### src/logic/obuf_write_pkg.sv
package obuf_write_pkg;

    // Output buffer geometry
    localparam int bank_num    = 3;
    localparam int bank_addr_w = 9;

    // Job setting widths
    localparam int tile_w     = 6;
    localparam int setting_w  = 4;
    localparam int bits_w     = 2;
    localparam int bits_cnt_w = 4;

    typedef logic [bank_addr_w-1:0] bank_addr_t;

    // Code 2'b01 was fully connected and is not handled here
    typedef enum logic [1:0] {
        mode_conv   = 2'b00,
        mode_deconv = 2'b10,
        mode_dwc    = 2'b11
    } conv_mode_e;

    typedef enum logic [1:0] {
        st_init = 2'd0,
        st_idle = 2'd1,
        st_calc = 2'd2
    } write_state_e;

    // Held stable by the issuer while a job runs
    typedef struct packed {
        conv_mode_e            mode;
        logic                  bk_combine;
        logic [setting_w-1:0]  ker_size;
        logic [setting_w-1:0]  ker_strd;
        logic [bits_w-1:0]     bit_serial;
        logic [tile_w-1:0]     tile_size_x;
        logic [tile_w-1:0]     tile_size_y;
    } job_cfg_t;

    typedef struct packed {
        logic tick;
        logic warmup_done;
        logic strd_gap;
    } window_status_t;

    typedef struct packed {
        logic row_end;
        logic tile_end;
    } tile_status_t;

endpackage

### src/logic/obuf_write_fsm.sv
`timescale 1ns/1ps

module obuf_write_fsm (
    input  logic                           clk,
    input  logic                           rst,
    input  obuf_write_pkg::job_cfg_t       cfg,
    input  logic                           start,
    input  obuf_write_pkg::window_status_t win,
    input  obuf_write_pkg::tile_status_t   tile,
    output obuf_write_pkg::write_state_e   state,
    output logic                           write_fire,
    output logic                           done
);

    obuf_write_pkg::write_state_e state_next;
    logic                         mode_valid;
    logic                         single_tap;

    // Only the convolution style modes produce writes
    assign mode_valid = (cfg.mode == obuf_write_pkg::mode_conv)
                     || (cfg.mode == obuf_write_pkg::mode_deconv)
                     || (cfg.mode == obuf_write_pkg::mode_dwc);

    assign single_tap = (cfg.ker_size == obuf_write_pkg::setting_w'(1));

    always_comb begin
        state_next = state;
        case (state)
            obuf_write_pkg::st_init: begin
                if (start) begin
                    if (single_tap) begin
                        state_next = obuf_write_pkg::st_calc;
                    end else begin
                        state_next = obuf_write_pkg::st_idle;
                    end
                end
            end
            obuf_write_pkg::st_idle: begin
                if (win.warmup_done) begin
                    state_next = obuf_write_pkg::st_calc;
                end
            end
            obuf_write_pkg::st_calc: begin
                if (tile.tile_end) begin
                    state_next = obuf_write_pkg::st_init;
                end else if (tile.row_end) begin
                    // A 1x1 kernel needs no warm-up before the next row
                    if (single_tap) begin
                        state_next = obuf_write_pkg::st_calc;
                    end else begin
                        state_next = obuf_write_pkg::st_idle;
                    end
                end else if (win.strd_gap) begin
                    state_next = obuf_write_pkg::st_idle;
                end
            end
            default: begin
                state_next = obuf_write_pkg::st_init;
            end
        endcase
    end

    always_ff @(posedge clk) begin
        if (rst) begin
            state <= obuf_write_pkg::st_init;
        end else begin
            state <= state_next;
        end
    end

    assign write_fire = mode_valid && win.tick && (state == obuf_write_pkg::st_calc);

    // Registered so it lines up with the last write strobe
    always_ff @(posedge clk) begin
        if (rst) begin
            done <= 1'b0;
        end else begin
            done <= mode_valid && (state == obuf_write_pkg::st_calc)
                 && (state_next == obuf_write_pkg::st_init);
        end
    end

endmodule

### src/logic/kernel_window_counter.sv
`timescale 1ns/1ps

module kernel_window_counter (
    input  logic                           clk,
    input  logic                           rst,
    input  obuf_write_pkg::job_cfg_t       cfg,
    input  obuf_write_pkg::write_state_e   state,
    input  logic                           row_end,
    output obuf_write_pkg::window_status_t win
);

    logic [obuf_write_pkg::bits_cnt_w-1:0] bits_cnt;
    logic [obuf_write_pkg::bits_cnt_w-1:0] bits_last;
    logic [obuf_write_pkg::setting_w-1:0]  size_cnt;
    logic [obuf_write_pkg::setting_w-1:0]  size_last;
    logic [obuf_write_pkg::setting_w-1:0]  strd_cnt;
    logic [obuf_write_pkg::setting_w-1:0]  strd_last;
    logic                                  strd_phase;
    logic                                  running;
    logic                                  single_tap;
    logic                                  tick;

    assign running    = (state != obuf_write_pkg::st_init);
    assign single_tap = (cfg.ker_size == obuf_write_pkg::setting_w'(1));

    assign bits_last = {{(obuf_write_pkg::bits_cnt_w - obuf_write_pkg::bits_w){1'b0}},
                        cfg.bit_serial};
    assign size_last = cfg.ker_size - obuf_write_pkg::setting_w'(2);
    assign strd_last = cfg.ker_strd - obuf_write_pkg::setting_w'(1);

    // One tick per bit-serial period, counter parked at zero when idle
    assign tick = running && (bits_cnt == bits_last);

    always_ff @(posedge clk) begin
        if (rst) begin
            bits_cnt <= '0;
        end else if (running && !tick) begin
            bits_cnt <= bits_cnt + 1'b1;
        end else begin
            bits_cnt <= '0;
        end
    end

    // Size phase covers the warm-up, stride phase the write spacing
    // A 1x1 kernel has no warm-up, so its rows live in stride phase
    always_ff @(posedge clk) begin
        if (rst) begin
            strd_phase <= 1'b0;
        end else if (!running || row_end) begin
            strd_phase <= single_tap;
        end else if (win.warmup_done) begin
            strd_phase <= 1'b1;
        end
    end

    always_ff @(posedge clk) begin
        if (rst) begin
            size_cnt <= '0;
        end else if (running && !strd_phase) begin
            if (tick) begin
                if (size_cnt == size_last) begin
                    size_cnt <= '0;
                end else begin
                    size_cnt <= size_cnt + 1'b1;
                end
            end
        end else begin
            size_cnt <= '0;
        end
    end

    always_ff @(posedge clk) begin
        if (rst) begin
            strd_cnt <= '0;
        end else if (!running || !strd_phase || row_end) begin
            strd_cnt <= '0;
        end else if (tick) begin
            if (strd_cnt == strd_last) begin
                strd_cnt <= '0;
            end else begin
                strd_cnt <= strd_cnt + 1'b1;
            end
        end
    end

    assign win.tick        = tick;
    assign win.warmup_done = tick && (strd_phase ? (strd_cnt == strd_last)
                                                 : (size_cnt == size_last));
    assign win.strd_gap    = tick && strd_phase && (strd_cnt != strd_last);

endmodule

### src/logic/tile_position_counter.sv
`timescale 1ns/1ps

module tile_position_counter (
    input  logic                           clk,
    input  logic                           rst,
    input  obuf_write_pkg::job_cfg_t       cfg,
    input  obuf_write_pkg::write_state_e   state,
    input  obuf_write_pkg::window_status_t win,
    output obuf_write_pkg::tile_status_t   tile
);

    logic [obuf_write_pkg::tile_w-1:0] x_pos;
    logic [obuf_write_pkg::tile_w-1:0] y_pos;
    logic [obuf_write_pkg::tile_w-1:0] x_last;
    logic [obuf_write_pkg::tile_w-1:0] y_last;
    logic                              calc_tick;
    logic                              row_end;
    logic                              tile_end;

    assign x_last = cfg.tile_size_x - obuf_write_pkg::tile_w'(1);
    assign y_last = cfg.tile_size_y - obuf_write_pkg::tile_w'(1);

    // Ticks in st_calc always land with the stride counter at zero
    assign calc_tick = win.tick && (state == obuf_write_pkg::st_calc);
    assign row_end   = calc_tick && (x_pos == x_last);
    assign tile_end  = row_end && (y_pos == y_last);

    always_ff @(posedge clk) begin
        if (rst) begin
            x_pos <= '0;
            y_pos <= '0;
        end else if (calc_tick) begin
            if (row_end) begin
                x_pos <= '0;
                if (tile_end) begin
                    y_pos <= '0;
                end else begin
                    y_pos <= y_pos + 1'b1;
                end
            end else begin
                x_pos <= x_pos + 1'b1;
            end
        end
    end

    assign tile.row_end  = row_end;
    assign tile.tile_end = tile_end;

endmodule

### src/logic/bank_address_gen.sv
`timescale 1ns/1ps

module bank_address_gen (
    input  logic                                                    clk,
    input  logic                                                    rst,
    input  obuf_write_pkg::job_cfg_t                                cfg,
    input  obuf_write_pkg::write_state_e                            state,
    input  logic                                                    write_fire,
    input  logic                                                    row_end,
    input  logic                                                    deconv_phase,
    output logic [obuf_write_pkg::bank_num-1:0]                     write_en,
    output obuf_write_pkg::bank_addr_t [obuf_write_pkg::bank_num-1:0] write_addr
);

    logic [obuf_write_pkg::bank_num-1:0]                  bank_sel;
    logic [obuf_write_pkg::bank_num-1:0]                  bank_sel_init;
    obuf_write_pkg::bank_addr_t [obuf_write_pkg::bank_num-1:0] bank_addr;
    logic                                                 is_deconv;

    assign is_deconv = (cfg.mode == obuf_write_pkg::mode_deconv);

    // Combined banks use a single bank, or a pair for deconvolution
    always_comb begin
        if (!cfg.bk_combine) begin
            bank_sel_init = '1;
        end else if (is_deconv) begin
            bank_sel_init = {{(obuf_write_pkg::bank_num-2){1'b0}}, 2'b11};
        end else begin
            bank_sel_init = {{(obuf_write_pkg::bank_num-1){1'b0}}, 1'b1};
        end
    end

    always_ff @(posedge clk) begin
        if (rst) begin
            bank_sel <= '0;
        end else if (state == obuf_write_pkg::st_init) begin
            bank_sel <= bank_sel_init;
        end else if (write_fire && row_end) begin
            // Deconvolution walks the banks the other way
            if (is_deconv) begin
                bank_sel <= {bank_sel[0], bank_sel[obuf_write_pkg::bank_num-1:1]};
            end else begin
                bank_sel <= {bank_sel[obuf_write_pkg::bank_num-2:0],
                             bank_sel[obuf_write_pkg::bank_num-1]};
            end
        end
    end

    // Address counters run on across jobs
    for (genvar b = 0; b < obuf_write_pkg::bank_num; b++) begin : g_bank
        always_ff @(posedge clk) begin
            if (rst) begin
                bank_addr[b] <= '0;
            end else if (write_fire && bank_sel[b]) begin
                bank_addr[b] <= bank_addr[b] + 1'b1;
            end
        end

        always_ff @(posedge clk) begin
            if (rst) begin
                write_addr[b] <= '0;
            end else if (is_deconv) begin
                write_addr[b] <= {bank_addr[b][obuf_write_pkg::bank_addr_w-1:1], deconv_phase};
            end else begin
                write_addr[b] <= bank_addr[b];
            end
        end
    end

    always_ff @(posedge clk) begin
        if (rst) begin
            write_en <= '0;
        end else begin
            write_en <= bank_sel & {obuf_write_pkg::bank_num{write_fire}};
        end
    end

endmodule

### src/logic/obuf_write_top.sv
`timescale 1ns/1ps

module obuf_write_top (
    input  logic                                                    clk,
    input  logic                                                    rst,
    input  obuf_write_pkg::job_cfg_t                                cfg,
    input  logic                                                    start,
    input  logic                                                    deconv_phase,
    output logic [obuf_write_pkg::bank_num-1:0]                     write_en,
    output obuf_write_pkg::bank_addr_t [obuf_write_pkg::bank_num-1:0] write_addr,
    output logic                                                    done
);

    obuf_write_pkg::write_state_e   state;
    obuf_write_pkg::window_status_t win;
    obuf_write_pkg::tile_status_t   tile;
    logic                           write_fire;

    obuf_write_fsm i_fsm (
        .clk        (clk),
        .rst        (rst),
        .cfg        (cfg),
        .start      (start),
        .win        (win),
        .tile       (tile),
        .state      (state),
        .write_fire (write_fire),
        .done       (done)
    );

    // Bit-serial timing and kernel window phases
    kernel_window_counter i_window (
        .clk     (clk),
        .rst     (rst),
        .cfg     (cfg),
        .state   (state),
        .row_end (tile.row_end),
        .win     (win)
    );

    tile_position_counter i_tile (
        .clk   (clk),
        .rst   (rst),
        .cfg   (cfg),
        .state (state),
        .win   (win),
        .tile  (tile)
    );

    // Bank rotation and the registered write port
    bank_address_gen i_bank (
        .clk          (clk),
        .rst          (rst),
        .cfg          (cfg),
        .state        (state),
        .write_fire   (write_fire),
        .row_end      (tile.row_end),
        .deconv_phase (deconv_phase),
        .write_en     (write_en),
        .write_addr   (write_addr)
    );

endmodule

### config.mk
export PLATFORM = sky130hd
export DESIGN_NAME = obuf_write_top
export DESIGN_NICKNAME = d
export VERILOG_FILES = /design/src/logic/obuf_write_pkg.sv /design/src/logic/obuf_write_fsm.sv /design/src/logic/kernel_window_counter.sv /design/src/logic/tile_position_counter.sv /design/src/logic/bank_address_gen.sv /design/src/logic/obuf_write_top.sv
export SDC_FILE = /design/constraint.sdc
export NUM_CORES = 1
export LEC_CHECK = 0
export ABC_AREA = 1
export BUFFER_PORTS_ARGS = -buffer_cell sky130_fd_sc_hd__buf_2
export CAP_MARGIN = 30
export CELL_PAD_IN_SITES_DETAIL_PLACEMENT = 0
export CELL_PAD_IN_SITES_GLOBAL_PLACEMENT = 1
export CORE_AREA = 2 2 116 118
export DETAILED_ROUTE_END_ITERATION = 8
export DIE_AREA = 0 0 118 120
export PLACE_DENSITY_LB_ADDON = 0.1
export SLEW_MARGIN = 20
export SYNTH_ARGS = -nofsm -noshare
export SYNTH_HDL_FRONTEND = slang
export SYNTH_SLANG_ARGS = --single-unit
### constraint.sdc
create_clock -name clk -period 3.36 [get_ports clk]
set_input_delay 0.168 -clock clk [delete_from_list [all_inputs] [get_ports clk]]
set_output_delay 0.168 -clock clk [all_outputs]
set_load 0.01 [all_outputs]
==> metrics.log <==
INFO  metric n_antenna_cell = 0
INFO  metric worst_margin_slew = 0.776 ns
INFO  metric final_report_max_slew_violation_count = 0
INFO  metric die_width = 118 µm
INFO  metric num-nets-final = 732
INFO  metric yosysTopAreaCell = sky130_fd_sc_hd__dfxtp_1
INFO  metric cp_common_cell = sky130_fd_sc_hd__nand2_2
INFO  metric number_of_global_route_vias_before_repair = 3739
INFO  metric routed-via-count = 3930
INFO  metric post_drt_via_cell_ratio = 4.52
INFO  metric syn-num-nets = 670
INFO  metric cts.clk_slew.worst_paths = 0.06 ns
INFO  metric worstSetupStartpointType = register
INFO  metric timing.critical_path.fanout_max = 8
INFO  metric postCtsResizedCells = 0
INFO  metric gr-total-overflow = 0
INFO  metric detail_route.first_pass.iterations = 4
INFO  metric drcViolationCount = 0
INFO  metric setup_violations = 0
INFO  metric core_area = 0.0130 mm²
INFO  metric total_leakage_power = 2.36 nW
INFO  metric drt_first_iter_violations = 179
INFO  metric grt_setup_unrepaired = false
INFO  metric crit_path_cell_trace = inv_2 -> nand2_2 -> nand2_2 -> nor2_4 -> nand3_4 -> nor2_8 -> nand2_2 -> inv_1 -> nand4_1 -> o21ai_0 -> a21oi_1
INFO  metric synth_top_area_share = 0.399
INFO  metric synth_sequential_area_ratio = 0.399
INFO  metric cts_buffers = 9
INFO  metric asyncSetResetFlopFracSynth = 0
INFO  metric layout_common_cells = sky130_fd_sc_hd__nand2_1 (138), sky130_fd_sc_hd__inv_1 (100), sky130_fd_sc_hd__dfxtp_1 (88), sky130_fd_sc_hd__nor2_1 (73), sky130_fd_sc_hd__buf_2 (59)
INFO  metric worstHoldPathType = input port to register
INFO  metric cts_hold_repair.buffers = 0
INFO  metric mapped_area = 0.00441 mm²
INFO  metric fmax = 551 MHz
INFO  metric grt_start_max_net_pins = 48
INFO  metric crit_slowest_cell = sky130_fd_sc_hd__dfxtp_1
INFO  metric finalHoldViolCount = 0
INFO  metric cap_viol_max_count = 0
INFO  metric cts_buffer_depth = 2
INFO  metric clk_lat_worst_skew = 0.34 ns
INFO  metric yosys-top-cells-area = sky130_fd_sc_hd__dfxtp_1 (40%), sky130_fd_sc_hd__nand2_1 (12%), sky130_fd_sc_hd__inv_1 (8.5%)
INFO  metric areaGrowthSynthToFinish = 17.2%
INFO  metric cp-end-kind = register
INFO  metric min_period = 1.82 ns
INFO  metric mostFrequentLayoutCell = sky130_fd_sc_hd__nand2_1
INFO  metric grt_usage = 0.145
INFO  metric max-slew-margin-rel = 0.482
INFO  metric syn-mean-instance-area = 7.01 µm²
INFO  metric gp_congestion = 0.809
INFO  metric totalPowerFinal = 2.18 mW
INFO  metric status = finished, final reports clean
INFO  metric i_o_pin_count = 60
INFO  metric routedWlPerCell = 11.4 µm
INFO  metric synthesis.instances = 629
INFO  metric die_h = 120 µm
INFO  metric worst_clock_skew = 0.00479 ns
INFO  metric yosys_most_used_dff = sky130_fd_sc_hd__dfxtp_1
INFO  metric netlist-cell-type-count = 40
INFO  metric post-dp-hpwl = 7.49 mm
INFO  metric final_antenna_net_count = 0
INFO  metric ys_ff_latch = 88
INFO  metric post-route-period-util = 0.540
INFO  metric initial_core_util = 0.340
INFO  metric die-area = 0.0142 mm²
INFO  metric row_count = 42
INFO  metric timing.setup.tns = 0 ns
INFO  metric clk_root_buffer_cell = sky130_fd_sc_hd__clkbuf_16
INFO  metric drt-total-wl = 9.93 mm
INFO  metric fillers = 1428
INFO  metric post_cts_buffers = 0
INFO  metric synth_edf_count = 0
INFO  metric timing_worst_setup_path_type = register to register
INFO  metric placement.io_buffers = 59
INFO  metric power.ir.vdd_worst = 0.000269 V
INFO  metric cts_tree = built
INFO  metric htree_levels = 3
INFO  metric wire_length_of_the_first_global_routing_pass = 16.8 mm
INFO  metric timing.hold.ws = 0.188 ns
INFO  metric synthesis.yosys.warnings = 0
INFO  metric worst-endpoint-arrival = 2.04 ns
INFO  metric grt_antenna_before_repair = 0
INFO  metric post_route_cells_drive_above_1_share = 0.138
INFO  metric power_density = 421 mW/mm²
INFO  metric cts.sink_count = 88
INFO  metric post-place-ws = 1.42 ns
INFO  metric critical-path-max-stage-delay = 0.41 ns
INFO  metric worstPathRequired = 3.59 ns
INFO  metric setup_ws = 1.54 ns
flip-flops by register name, summed over array words and instances, names as in the netlist:
name,count
i_window.size_cnt,4
i_window.bits_cnt,4
i_window.strd_phase,1
i_window.strd_cnt,4
i_bank.bank_addr,27
i_bank.bank_sel,3
i_fsm.state,2
i_bank.write_en,3
i_tile.x_pos,6
i_bank.write_addr,27
i_fsm.done,1
i_tile.y_pos,6
Yosys cell counts, types with 2 or more instances:
cell type / number
sky130_fd_sc_hd__a211oi_1: 2
sky130_fd_sc_hd__a21oi_1: 39
sky130_fd_sc_hd__a31oi_1: 2
sky130_fd_sc_hd__and3_1: 2
sky130_fd_sc_hd__buf_1: 2
sky130_fd_sc_hd__clkbuf_1: 4
sky130_fd_sc_hd__clkinv_1: 2
sky130_fd_sc_hd__dfxtp_1: 88
sky130_fd_sc_hd__ha_1: 12
sky130_fd_sc_hd__inv_1: 100
sky130_fd_sc_hd__inv_2: 3
sky130_fd_sc_hd__nand2_1: 138
sky130_fd_sc_hd__nand2_2: 4
sky130_fd_sc_hd__nand3_1: 45
sky130_fd_sc_hd__nand3_2: 3
sky130_fd_sc_hd__nand4_1: 13
sky130_fd_sc_hd__nor2_1: 73
sky130_fd_sc_hd__nor2_2: 2
sky130_fd_sc_hd__nor2_4: 2
sky130_fd_sc_hd__nor3_1: 17
sky130_fd_sc_hd__nor3_2: 2
sky130_fd_sc_hd__nor3b_1: 4
sky130_fd_sc_hd__nor4_1: 3
sky130_fd_sc_hd__o21a_1: 2
sky130_fd_sc_hd__o21ai_0: 27
sky130_fd_sc_hd__o22a_1: 3
sky130_fd_sc_hd__xnor2_1: 9
sky130_fd_sc_hd__xor2_1: 14
cells by family after synthesis:
kind of cell / Yosys count / synth area share
AO/OA/AOI/OAI: 76 / 0.0922
XOR/XNOR: 23 / 0.0457
adder cells (fa/ha/maj): 12 / 0.0340
buffers and inverters: 114 / 0.0993
flip-flops: 88 / 0.399
AND/OR/NAND/NOR: 316 / 0.329
per-layer routing:
| metal | routed length (µm) | track usage | share of wire | vias to the layer above |
|---|---|---|---|---|
| met1 | 4680 | 0.172 | 0.47 | 1766 |
| met3 | 313 | 0.0295 | 0.032 | 11 |
| met5 | 0 | 0 | 0 | - |
| met4 | 166 | 0.0587 | 0.017 | 0 |
| li1 | - | - | - | 2115 |
| met2 | 4760 | 0.257 | 0.48 | 38 |
worst paths after layout:
kind / end / start / cells after the start / slack (ns)
hold reg to reg: i_bank.write_addr[17] / i_bank.bank_addr[17] / 2 / 0.45
setup / recovery: i_bank.bank_addr[17] / i_window.bits_cnt[0] / 11 / 1.54
setup reg to reg: i_bank.bank_addr[17] / i_window.bits_cnt[0] / 11 / 1.54
hold / removal: i_bank.write_addr[9] / deconv_phase / 3 / 0.19
power breakdown:
part           internal, mW  total [mW]  leakage [nW]  switching (mW)
logic                0.0595       0.168          1.51           0.108
clock network         0.553       0.950         0.133           0.397
registers              1.05        1.06         0.710         0.00837
cell type report:
type,count,area (µm²),share of cell area
inverter,105,394,0.0762
clock buffer,12,267,0.0515
timing repair buffer,60,303,0.0586
clock inverter,2,15.0,0.00290
sequential,88,1760,0.341
tap,176,220,0.0426
multi-input combinational,427,2210,0.428
critical path, delay by kind of cell (launching register included):
kind,cells,cell delay [ns]
AOI/OAI and AO/OA,2,0.26
and+or+nand+nor,7,0.82
DFF,1,0.41
buffers and inverters,2,0.21
through the flow:
step / area, µm² / utilization / std cells
2_1_floorplan: 4410 / - / 629
3_3_place_gp: 4890 / 0.377 / 856
3_5_place_dp: 4890 / 0.377 / 856
4_1_cts: 5170 / 0.398 / 870
5_1_grt: 5170 / 0.398 / 870
6_report: 5170 / 0.398 / 870
Note: power is estimated with default switching activity, not from simulation.
